**src/common/ppu_pkg.sv**
```systemverilog
package ppu_pkg;

    // frame geometry, one dot per clk
    localparam int DOTS_PER_LINE    = 341;
    localparam int LINES_PER_FRAME  = 262;
    localparam int SCREEN_WIDTH     = 256;
    localparam int LAST_DOT         = 340;
    localparam int LAST_LINE        = 261;
    localparam int POST_LINE        = 241;  // post-render line
    localparam int LAST_VIS_LINE    = 240;
    localparam int VIS_LAST_DOT     = 255;

    // horizontal phase boundaries
    localparam int SPRITE_FETCH_END = 320;
    localparam int TILE_FETCH_END   = 336;

    // PPUMASK bits
    localparam int MASK_GREY    = 0;
    localparam int MASK_BG_LEFT = 1;
    localparam int MASK_SP_LEFT = 2;
    localparam int MASK_BG_EN   = 3;
    localparam int MASK_SP_EN   = 4;

    // PPUSTATUS bits
    localparam int STAT_VBLANK  = 7;
    localparam int STAT_SPZERO  = 6;

    // PPUCTRL bits
    localparam int CTRL_NMI_EN  = 7;

    // cpu register select
    typedef enum logic [2:0] {
        REG_CTRL    = 3'd0,
        REG_MASK    = 3'd1,
        REG_STATUS  = 3'd2,
        REG_PALADDR = 3'd3,
        REG_PALDATA = 3'd4
    } reg_t;

    // dot phase within a scanline
    typedef enum logic [2:0] {
        SL_PRE_CYC = 3'd0,  // visible dots 0..255
        IDLE_CYC   = 3'd1,
        SP_PRE_CYC = 3'd2,  // sprite fetch window
        TL_PRE_CYC = 3'd3,  // first tiles of next line
        GARB_CYC   = 3'd4
    } hs_state_t;

    // scanline phase within a frame
    typedef enum logic [1:0] {
        PRE_SL    = 2'd0,
        VIS_SL    = 2'd1,
        POST_SL   = 2'd2,
        VBLANK_SL = 2'd3
    } vs_state_t;

endpackage

```
**src/source/dot_counter.sv**
```systemverilog
`timescale 1ns/100ps

module dot_counter (
    input  logic       clk,
    input  logic       rst_n,
    output logic [8:0] row,
    output logic [8:0] col
);
    import ppu_pkg::*;

    logic line_end;

    assign line_end = (col == 9'(LAST_DOT));

    always_ff @(posedge clk or negedge rst_n) begin
        if (!rst_n) begin
            row <= '0;
            col <= '0;
        end else begin
            col <= line_end ? 9'd0 : col + 9'd1;
            if (line_end) begin
                // next scanline, frame wraps after the last vblank line
                row <= (row == 9'(LAST_LINE)) ? 9'd0 : row + 9'd1;
            end
        end
    end

    // position must stay inside the 341 x 262 raster
    a_raster_bounds: assert property (
        @(posedge clk) disable iff (!rst_n)
        (col < 9'(DOTS_PER_LINE)) && (row < 9'(LINES_PER_FRAME))
    ) else $error("dot counter out of raster: row %0d col %0d", row, col);

endmodule

```
**src/source/scanline_fsm.sv**
```systemverilog
`timescale 1ns/100ps

module scanline_fsm (
    input  logic       clk,
    input  logic       rst_n,
    input  logic [8:0] row,
    input  logic [8:0] col,
    output logic       vblank_set,
    output logic       status_clr,
    output logic       buf_wr,
    output logic       buf_swap
);
    import ppu_pkg::*;

    hs_state_t hs_state, hs_next;
    vs_state_t vs_state, vs_next;
    logic      line_end;

    assign line_end = (col == 9'(LAST_DOT));

    always_ff @(posedge clk or negedge rst_n) begin
        if (!rst_n) begin
            hs_state <= SL_PRE_CYC;
            vs_state <= PRE_SL;
        end else begin
            hs_state <= hs_next;
            vs_state <= vs_next;
        end
    end

    // dot phase, leaves each phase on its last dot
    always_comb begin
        hs_next = hs_state;
        case (hs_state)
            SL_PRE_CYC: hs_next = (col < 9'(VIS_LAST_DOT)) ? SL_PRE_CYC : IDLE_CYC;
            IDLE_CYC:   hs_next = SP_PRE_CYC;
            SP_PRE_CYC: hs_next = (col < 9'(SPRITE_FETCH_END)) ? SP_PRE_CYC : TL_PRE_CYC;
            TL_PRE_CYC: hs_next = (col < 9'(TILE_FETCH_END)) ? TL_PRE_CYC : GARB_CYC;
            GARB_CYC:   hs_next = (col < 9'(LAST_DOT)) ? GARB_CYC : SL_PRE_CYC;
            default:    hs_next = SL_PRE_CYC;
        endcase
    end

    // line phase, moves on the last dot of the boundary line
    always_comb begin
        vs_next = vs_state;
        case (vs_state)
            PRE_SL: begin
                if (line_end && row == 9'd0)
                    vs_next = VIS_SL;
            end
            VIS_SL: begin
                if (line_end && row == 9'(LAST_VIS_LINE))
                    vs_next = POST_SL;
            end
            POST_SL: begin
                if (line_end && row == 9'(POST_LINE))
                    vs_next = VBLANK_SL;
            end
            VBLANK_SL: begin
                if (line_end && row == 9'(LAST_LINE))
                    vs_next = PRE_SL;
            end
            default: vs_next = PRE_SL;
        endcase
    end

    assign vblank_set = (vs_state == POST_SL) && (col == 9'd0);  // flag up from dot 1
    assign status_clr = (vs_state == PRE_SL) && (col == 9'd0);
    assign buf_wr     = (hs_state == SL_PRE_CYC) && (vs_state == VIS_SL);
    assign buf_swap   = line_end;  // hand the finished line to the display side

    // visible writes only on rows 1..240, ties the state to the counter
    a_wr_rows: assert property (
        @(posedge clk) disable iff (!rst_n)
        buf_wr |-> (row >= 9'd1) && (row <= 9'(LAST_VIS_LINE))
    ) else $error("line buffer write on row %0d", row);

endmodule

```
**src/source/ppu_regs.sv**
```systemverilog
`timescale 1ns/100ps

module ppu_regs (
    input  logic          clk,
    input  logic          rst_n,
    input  logic          reg_en,       // one-cycle access strobe
    input  logic          reg_rw,       // 1 write, 0 read
    input  ppu_pkg::reg_t reg_sel,
    input  logic [7:0]    reg_data_in,
    output logic [7:0]    reg_data_out,
    input  logic          vblank_set,
    input  logic          status_clr,
    input  logic          sp_zero_set,
    input  logic [7:0]    pal_cpu_rd_data,
    output logic [7:0]    mask,
    output logic          nmi_vblank,
    output logic [4:0]    pal_cpu_addr,
    output logic          pal_cpu_we,
    output logic [7:0]    pal_cpu_wr_data
);
    import ppu_pkg::*;

    logic [7:0] ctrl;
    logic       flag_vblank;
    logic       flag_spzero;
    logic [4:0] pal_ptr;
    logic [7:0] status_byte;
    logic [7:0] rd_mux;
    logic       wr_strobe;
    logic       rd_strobe;
    logic       pal_access;
    logic       status_rd;

    assign wr_strobe  = reg_en && reg_rw;
    assign rd_strobe  = reg_en && !reg_rw;
    assign pal_access = reg_en && (reg_sel == REG_PALDATA);  // either direction bumps ptr
    assign status_rd  = rd_strobe && (reg_sel == REG_STATUS);

    always_comb begin
        status_byte              = 8'h00;
        status_byte[STAT_VBLANK] = flag_vblank;
        status_byte[STAT_SPZERO] = flag_spzero;
    end

    always_comb begin
        case (reg_sel)
            REG_CTRL:    rd_mux = ctrl;
            REG_MASK:    rd_mux = mask;
            REG_STATUS:  rd_mux = status_byte;
            REG_PALADDR: rd_mux = {3'b000, pal_ptr};
            REG_PALDATA: rd_mux = pal_cpu_rd_data;
            default:     rd_mux = 8'h00;
        endcase
    end

    always_ff @(posedge clk or negedge rst_n) begin
        if (!rst_n) begin
            ctrl         <= 8'h00;
            mask         <= 8'h00;
            pal_ptr      <= 5'd0;
            reg_data_out <= 8'h00;
        end else begin
            if (wr_strobe) begin
                case (reg_sel)
                    REG_CTRL:    ctrl    <= reg_data_in;
                    REG_MASK:    mask    <= reg_data_in;
                    REG_PALADDR: pal_ptr <= reg_data_in[4:0];
                    default: ;
                endcase
            end
            if (pal_access)
                pal_ptr <= pal_ptr + 5'd1;
            if (rd_strobe)
                reg_data_out <= rd_mux;  // held until the next read
        end
    end

    // status flags, a set on the same edge beats any clear
    always_ff @(posedge clk or negedge rst_n) begin
        if (!rst_n) begin
            flag_vblank <= 1'b0;
            flag_spzero <= 1'b0;
        end else begin
            if (vblank_set)
                flag_vblank <= 1'b1;
            else if (status_clr || status_rd)
                flag_vblank <= 1'b0;
            if (sp_zero_set)
                flag_spzero <= 1'b1;
            else if (status_clr)
                flag_spzero <= 1'b0;
        end
    end

    assign nmi_vblank      = flag_vblank && ctrl[CTRL_NMI_EN];
    assign pal_cpu_addr    = pal_ptr;
    assign pal_cpu_we      = wr_strobe && (reg_sel == REG_PALDATA);
    assign pal_cpu_wr_data = reg_data_in;

endmodule

```
**src/source/pal_ram.sv**
```systemverilog
`timescale 1ns/100ps

module pal_ram (
    input  logic       clk,
    input  logic       rst_n,
    input  logic [4:0] cpu_addr,
    input  logic       cpu_we,
    input  logic [7:0] cpu_wr_data,
    output logic [7:0] cpu_rd_data,
    input  logic [4:0] rd_addr,     // render side
    output logic [7:0] rd_data
);

    logic [7:0] mem [32];

    // sprite backdrop slots 0x10/0x14/0x18/0x1c alias the bg ones
    function automatic logic [4:0] mirror(input logic [4:0] addr);
        if (addr[4] && addr[1:0] == 2'b00)
            return {1'b0, addr[3:0]};
        return addr;
    endfunction

    always_ff @(posedge clk or negedge rst_n) begin
        if (!rst_n) begin
            for (int i = 0; i < 32; i++)
                mem[i] <= 8'h00;
        end else if (cpu_we) begin
            mem[mirror(cpu_addr)] <= cpu_wr_data;
        end
    end

    assign cpu_rd_data = mem[mirror(cpu_addr)];
    assign rd_data     = mem[mirror(rd_addr)];

endmodule

```
**src/compositor/pixel_mux.sv**
```systemverilog
`timescale 1ns/100ps

module pixel_mux (
    input  logic [8:0] col,
    input  logic [7:0] mask,
    input  logic [3:0] bg_idx,
    input  logic [3:0] sp_idx,
    input  logic       sp_prio,   // 1 puts sprite behind opaque bg
    input  logic       sp_zero,
    input  logic       vis,
    input  logic [7:0] pal_data,
    output logic [4:0] pal_addr,
    output logic [5:0] pixel,
    output logic       sp_zero_set
);
    import ppu_pkg::*;

    logic       left_col;
    logic [3:0] bg_m;
    logic [3:0] sp_m;
    logic       bg_opaque;
    logic       sp_opaque;
    logic [7:0] color;

    assign left_col = (col < 9'd8);

    // enable and left-column clipping
    assign bg_m = (!mask[MASK_BG_EN] || (left_col && !mask[MASK_BG_LEFT])) ? 4'h0 : bg_idx;
    assign sp_m = (!mask[MASK_SP_EN] || (left_col && !mask[MASK_SP_LEFT])) ? 4'h0 : sp_idx;

    assign bg_opaque = (bg_m[1:0] != 2'b00);
    assign sp_opaque = (sp_m[1:0] != 2'b00);

    always_comb begin
        if (!bg_opaque && !sp_opaque)
            pal_addr = {1'b0, bg_m};           // backdrop
        else if (!bg_opaque)
            pal_addr = {1'b1, sp_m};
        else if (!sp_opaque)
            pal_addr = {1'b0, bg_m};
        else if (!sp_prio)
            pal_addr = {1'b1, sp_m};           // sprite in front
        else
            pal_addr = {1'b0, bg_m};
    end

    // greyscale keeps only the luma column
    assign color = mask[MASK_GREY] ? (pal_data & 8'h30) : pal_data;
    assign pixel = color[5:0];

    // no hit on the last visible dot
    assign sp_zero_set = vis && (col < 9'(VIS_LAST_DOT)) && sp_zero
                         && bg_opaque && sp_opaque;

endmodule

```
**src/line_buffer/line_buffer.sv**
```systemverilog
`timescale 1ns/100ps

module line_buffer (
    input  logic       clk,
    input  logic       rst_n,
    input  logic       buf_wr,
    input  logic       buf_swap,
    input  logic [5:0] pixel,
    input  logic [7:0] disp_idx,
    output logic [5:0] disp_color
);
    import ppu_pkg::*;

    logic [5:0] wr_buf   [SCREEN_WIDTH];  // line being composed
    logic [5:0] disp_buf [SCREEN_WIDTH];  // line being shown
    logic [7:0] wr_idx;

    always_ff @(posedge clk or negedge rst_n) begin
        if (!rst_n)
            wr_idx <= 8'd0;
        else if (buf_wr)
            wr_idx <= wr_idx + 8'd1;  // wraps after 256 dots
    end

    always_ff @(posedge clk) begin
        if (buf_wr)
            wr_buf[wr_idx] <= pixel;
    end

    // whole line moves across on the last dot
    always_ff @(posedge clk) begin
        if (buf_swap) begin
            for (int i = 0; i < SCREEN_WIDTH; i++)
                disp_buf[i] <= wr_buf[i];
        end
    end

    assign disp_color = disp_buf[disp_idx];

    // a visible line must have delivered exactly 256 pixels by the swap
    a_full_line: assert property (
        @(posedge clk) disable iff (!rst_n)
        buf_swap |-> (wr_idx == 8'd0)
    ) else $error("line swap with write index %0d", wr_idx);

endmodule

```
**src/source/ppu_core.sv**
```systemverilog
`timescale 1ns/100ps

module ppu_core (
    input  logic          clk,
    input  logic          rst_n,
    input  logic          reg_en,
    input  logic          reg_rw,
    input  ppu_pkg::reg_t reg_sel,
    input  logic [7:0]    reg_data_in,
    output logic [7:0]    reg_data_out,
    input  logic [3:0]    bg_idx,
    input  logic [3:0]    sp_idx,
    input  logic          sp_prio,
    input  logic          sp_zero,
    input  logic [7:0]    disp_idx,
    output logic [5:0]    disp_color,
    output logic          vblank,   // nmi request
    output logic [8:0]    row,
    output logic [8:0]    col
);

    logic       vblank_set;
    logic       status_clr;
    logic       buf_wr;
    logic       buf_swap;
    logic       sp_zero_set;
    logic [7:0] mask;
    logic [4:0] pal_cpu_addr;
    logic       pal_cpu_we;
    logic [7:0] pal_cpu_wr_data;
    logic [7:0] pal_cpu_rd_data;
    logic [4:0] pal_addr;
    logic [7:0] pal_data;
    logic [5:0] pixel;

    dot_counter u_dot (.clk, .rst_n, .row, .col);

    scanline_fsm u_fsm (
        .clk, .rst_n, .row, .col,
        .vblank_set, .status_clr, .buf_wr, .buf_swap
    );

    ppu_regs u_regs (
        .clk, .rst_n, .reg_en, .reg_rw, .reg_sel, .reg_data_in, .reg_data_out,
        .vblank_set, .status_clr, .sp_zero_set, .pal_cpu_rd_data,
        .mask, .nmi_vblank(vblank),
        .pal_cpu_addr, .pal_cpu_we, .pal_cpu_wr_data
    );

    pal_ram u_pal (
        .clk, .rst_n,
        .cpu_addr(pal_cpu_addr), .cpu_we(pal_cpu_we),
        .cpu_wr_data(pal_cpu_wr_data), .cpu_rd_data(pal_cpu_rd_data),
        .rd_addr(pal_addr), .rd_data(pal_data)
    );

    // buf_wr doubles as the visible-dot qualifier
    pixel_mux u_mux (
        .col, .mask, .bg_idx, .sp_idx, .sp_prio, .sp_zero,
        .vis(buf_wr), .pal_data, .pal_addr, .pixel, .sp_zero_set
    );

    line_buffer u_lbuf (
        .clk, .rst_n, .buf_wr, .buf_swap, .pixel, .disp_idx, .disp_color
    );

endmodule

```
**config.mk**
```make
export PLATFORM = sky130hd
export DESIGN_NAME = ppu_core
export DESIGN_NICKNAME = d
export VERILOG_FILES = /design/src/common/ppu_pkg.sv /design/src/source/dot_counter.sv /design/src/source/scanline_fsm.sv /design/src/source/ppu_regs.sv /design/src/source/pal_ram.sv /design/src/compositor/pixel_mux.sv /design/src/line_buffer/line_buffer.sv /design/src/source/ppu_core.sv
export SDC_FILE = /design/constraint.sdc
export NUM_CORES = 2
export LEC_CHECK = 0
export BUFFER_PORTS_ARGS = -buffer_cell sky130_fd_sc_hd__clkbuf_2
export CORE_ASPECT_RATIO = 0.75
export CORE_MARGIN = 2
export CORE_UTILIZATION = 40
export DETAILED_ROUTE_END_ITERATION = 8
export PLACE_DENSITY = 0.54
export SYNTH_ARGS = -nofsm -noshare
export SYNTH_HDL_FRONTEND = slang
export SYNTH_SLANG_ARGS = --single-unit
```
**constraint.sdc**
```tcl
create_clock -name clk -period 63.3 [get_ports clk]
set_input_delay 9.495 -clock clk [delete_from_list [all_inputs] [get_ports clk]]
set_output_delay 9.495 -clock clk [all_outputs]
set_load 0.02 [all_outputs]
```
# == Yosys cells after proc, flatten, opt, wreduce, memory -nomap -nowiden ==
# Memory sizes are Yosys's and may differ from the RTL's.
# Cells that the tools add are included.
# totals
register_bits,318
latchBits,0
ram_bits,3072
romBits,0
in_bits,33
out_inout_bits,33
memories,2
# memory_table
memory,depth,word_bits,rd,rd_clocked_by_memory_dff,wr,line,rtl
u_lbuf.disp_buf,256,6,1,0,256,line_buffer.sv:15,logic [5:0] disp_buf [SCREEN_WIDTH];
u_lbuf.wr_buf,256,6,256,0,1,line_buffer.sv:14,logic [5:0] wr_buf [SCREEN_WIDTH];
# classes
addsub,4
mul,0
n_div,0
n_lt_le_gt_ge,9
n_eq_ne,19
shift,0
n_mux,49
bitwise,3
reduce_logical,50
# op_table
op,n
256-bit bitwise mux,1
8-bit binary-select mux with 5-bit select,2
5-bit two-way mux,13
8-bit demux with 5-bit select,1
8-bit one-hot mux with 5 select lines,1
9-bit < comparator (second input constant),3
8-bit two-way mux,3
1-bit logical AND,23
9-bit by 1-bit adder with 9-bit output (second input constant),2
9-bit by 8-bit == test with 1-bit output (second input constant),2
9-bit == test (second input constant),2
6-bit greater-or-equal comparator (second input constant),3
9-bit zero test,2
9-bit two-way mux,2
5-bit inverter with 6-bit output,3
3-bit one-hot mux with 5 select lines,1
1-bit two-way mux,13
3-bit by 2-bit == test with 1-bit output (second input constant),4
4-bit two-way mux,3
6-bit two-way mux,2
2-bit nonzero test,6
9-bit by 4-bit < comparator with 1-bit output (second input constant),1
9-bit by 8-bit < comparator with 1-bit output (second input constant),1
8-bit by 1-bit adder with 8-bit output (second input constant),1
16 further kinds,39

# == Logic depth before layout (Yosys ltp) ==
# depth
word_depth,17
ltp_mapped,13
mapped_depth_nobuf,9

# == Hierarchy ==
# Synthesis repeated with hierarchy kept, for this count alone.
# hier_totals
hier_cells,5759
area_unflattened_um2,121993.3
# by_module_without_submodules
mod,instances,cells_per_inst,area_each_um2
line_buffer,1,4525,106417.1
pal_ram,1,914,12309.3
ppu_regs,1,147,1650.3
dot_counter,1,81,889.6
scanline_fsm,1,57,486.7
pixel_mux,1,35,240.2

# == Least setup slack after synthesis ==
# No wires, ideal clock.
# synth_path
kind,register to register
start,register u_dot.col[7]
end,register u_dot.row[8]
setup_time_ns,1.879
arrival_time_ns,44.029
required_time_ns,61.421
path_slack_ns,17.392
path_stages_with_launch,8
period_less_slack_ns,45.908
path_cell_list,dfrtp_1 clkbuf_1 nor2_1 nand4_1 nor4_1 clkbuf_1 clkbuf_1 a31oi_1
# synth_between
elab_chain_cells,1
# synth_lines
element,line,rtl
start: declaration,dot_counter.sv:7,output logic [8:0] col
start signal: assignment,dot_counter.sv:20,col <= line_end ? 9'd0 : col + 9'd1;
9-bit == test,--,
via buf_swap,ppu_core.sv:25,logic buf_swap;
end signal: assignment,dot_counter.sv:23,row <= (row == 9'(LAST_LINE)) ? 9'd0 : row + 9'd1;
end: declaration,dot_counter.sv:6,"output logic [8:0] row,"
# The timed path passes the listed nets, and every way through them passes these cells.
# A chain may end at the register's enable or synchronous reset.

# == Worst setup path in the final report ==
# layout_path
start,input port disp_idx[0]
end,output port disp_color[0]
# layout_between
elab_chain_cells,1
# layout_lines
element,line,rtl
start: declaration,ppu_core.sv:15,"input logic [7:0] disp_idx,"
memory read 256 x 6 bit,--,
end: declaration,ppu_core.sv:16,"output logic [5:0] disp_color,"
# No other way between the ends.

==> summary.txt <==
Synth
  – Warnings from Yosys: 0
  – Unique masters post-synth: 67
  – Seq/Total Area, Yosys: 82.10%
  – Syn_area_per_cell: 22.57 sq um
  – Syn nets: 5,457
  – EDFF count, synth: 3,072
  – Dominant cell type by area after synthesis: edfxtp_1
  – Async SR Flop Fraction: 9.381%
  – Top cell type's share of synthesized area: 75.58%
  – Yosys reg bits: 3,390
  – Synthesized area: 122,100 sq um
  – Ranking of synthesized cells by area: edfxtp_1, mux4_2, dfrtp_1
  – Post-Syn Instances: 5,407
  – Primary FF master, synth: edfxtp_1

CTS
  – Hold buffers post-CTS: 0
  – Postcts setup bufs: 0
  – CTS Sinks: 3,390
  – CTS Buf Count: 332
  – CTS tree: yes
  – Clock root cell: clkbuf_16
  – Clock Latency Late Sink: 0.88 ns
  – Clock-pin slew on the worst setup and hold paths: 0.06 ns
  – Max H-tree Level: 5
  – Clk buf depth: 4
  – PostCTS Resize Cnt: 0

Power
  – Leakage: 44.44 nW
  – PwrDens: 35.25 nW/um^2
  – Worst vdd ir: 29.76 uV

STA
  – Final setup margin: 39.62 ns
  – Post-route setup TNS: 0 ns
  – Slew Limit Fails: 0
  – Final worst path period need: 23.68 ns
  – Fin. Hold Viols: 0
  – Hold_ws: 0.3689 ns
  – Fin crit share: 37.41%
  – Clock skew: 0.07242 ns
  – RSZ-0062 raised after global routing: no
  – Actual slew at the worst max-slew pin: 1.268 ns
  – Max Fclk: 0.04223 GHz
  – Rel. slew slack: 15.16%
  – Final Setup Violations: 0

Floorplan
  – IO Count: 66
  – Die width: 641.9 um
  – Die footprint: 309,600 sq um
  – Die Ht: 482.4 um
  – Initial Util: 40.22%
  – Row count: 175
  – Core ar.: 303,500 sq um

Cells and area
  – FF/Latch Area: 100,200 sq um
  – Commonest cells after routing, fill and taps aside: edfxtp_1, mux4_2, clkbuf_16, nor2_1, dfrtp_1
  – P&R area growth vs syn: 12.77%
  – Post-layout nets: 5,678
  – Fraction of layout cells with a size suffix above 1: 25.04%
  – Leading cell type in the layout, fill and taps excluded: edfxtp_1
  – Multi-input gate area: 20,690 sq um
  – Fillers: 25,249

Detailed routing
  – DRT antenna net count: 0
  – Violation count after the first detailed-route iteration: 6,345
  – TritonRoute pass-1 iters: 5
  – WL/cell: 27.68 um
  – Post-route DRC: 0
  – DR vias/cell: 5.390
  – Via count: 53,704
  – Routed WL: 275.8 mm

Critical path
  – Data arrival time of the worst path: 14.19 ns
  – Path type of the worst setup path: input pin to primary output
  – Req. time, crit path: 53.81 ns
  – Crit Path Max Fanout: 61
  – CP Launch Type: input pin
  – Endpoint class of the critical path: primary output
  – CP startpoint: disp_idx[0]
  – R2r startpoint: u_dot.col[7]

Global route
  – Vias in the first global route: 53,608
  – Initial antenna violation count: 18
  – Gr ovfl total: 0
  – First-pass GRT wire length: 398.2 mm
  – Pin count of the biggest net entering global routing: 181
  – Total Routing Usage GR: 17.62%

Placed design
  – Routability cong.: 0.7843
  – Buffers on Ports: 65
  – Dpl hpwl: 162.8 mm
  – Post-place setup slack: 39.35 ns

Min path
  – Hold Path Class: register to register
  – Hold path startpoint: u_lbuf.wr_buf[182][0]

Status
  – Status: completed

Run
  – Number of max-cap violations: 0
[final cells by class]
cell class              count  share of cell area (%)
multi-input cells        1717                   15.03
clock buffers             425                   6.441
inverters                  17                 0.04636
well taps                4071                   3.700
flip-flops and latches   3390                   72.80
clock inverters           171                   1.098
diodes                      3                0.005454
repair buffers            170                  0.8781
[registers in the layout, summed over array words and instances (netlist names)]
| register | count |
|---|---|
| u_lbuf.wr_buf | 1536 |
| u_lbuf.wr_idx | 8 |
| u_regs.flag_spzero | 1 |
| u_regs.mask | 8 |
| u_pal.mem | 256 |
| u_regs.pal_cpu_addr | 5 |
| u_fsm.hs_state | 3 |
| u_regs.ctrl | 8 |
| u_fsm.vs_state | 2 |
| u_dot.row | 9 |
| u_regs.flag_vblank | 1 |
| u_regs.reg_data_out | 8 |
| u_lbuf.disp_buf | 1536 |
| u_dot.col | 9 |
[worst max-delay path, cell delays in order]
cell      delay, ns
buf_8          0.54
buf_4          0.78
buf_4          0.63
mux4_2         0.59
mux4_2         0.59
mux4_2         0.56
a22oi_1        0.45
nand2_1        0.22
clkbuf_2       0.21
[through the flow]
step                utilization [%]  cells  power (mW)  area, sq um
finish                        45.36   9964       4.852       137700
global route                  45.36   9961       5.013       137600
CTS                           45.36   9961       4.906       137600
detailed placement            41.94   9365       2.997       127300
global placement              41.94   9365       2.990       127300
floorplan                         -   5407       2.880       122100
[synthesized netlist by cell type (16+ instances only)]
library cell  instances
mux2i_1              28
a22oi_1              17
buf_2                61
mux4_2              578
clkbuf_1            192
nor2_1              317
nand3_1              50
ha_1                 17
a31oi_1              25
mux2_2              239
nor3_1               17
dfrtp_1             318
nor3b_1              18
nand2_1             184
a32oi_1              16
o21ai_0              22
inv_1                17
o221ai_1             18
edfxtp_1           3072
[layer usage]
metal  wire (um)  track usage (%)
met1      130800            27.95
met5           0                0
met4        5293            3.765
met3       19770            3.213
met2      120000            25.39
[final timing paths]
path | end | slack, ns | depth (start not counted)
max | disp_color[0] | 39.62 | 9
min | u_lbuf.disp_buf[182][0] | 0.37 | 0
max reg2reg | u_lbuf.disp_buf[161][5] | 56.56 | 9
min reg2reg | u_lbuf.disp_buf[182][0] | 0.37 | 0
max in group asynchronous | u_lbuf.wr_idx[7] | 52.48 | 3
min in group asynchronous | u_regs.ctrl[7] | 8.52 | 1
[cell families (layout without fill, tap and decap cells)]
logic type / count (synthesis) / in the layout / share of synthesized area [%]
flops: 3390 / 3390 / 82.10
fa+ha+maj: 17 / 17 / 0.1743
buf+inv: 300 / 783 / 1.056
xor+xnor: 17 / 17 / 0.1220
mux: 846 / 846 / 13.11
other cells: 0 / 3 / 0
simple gates: 658 / 658 / 2.351
compound gates: 179 / 179 / 1.093
[power by group]
group / switching (mW) / internal, mW
combinational: 0.265 / 0.0920
sequential: 0.0199 / 2.56
clock: 0.825 / 1.09
total: 1.11 / 3.74
No activity file was read; power rests on OpenSTA's default activity.
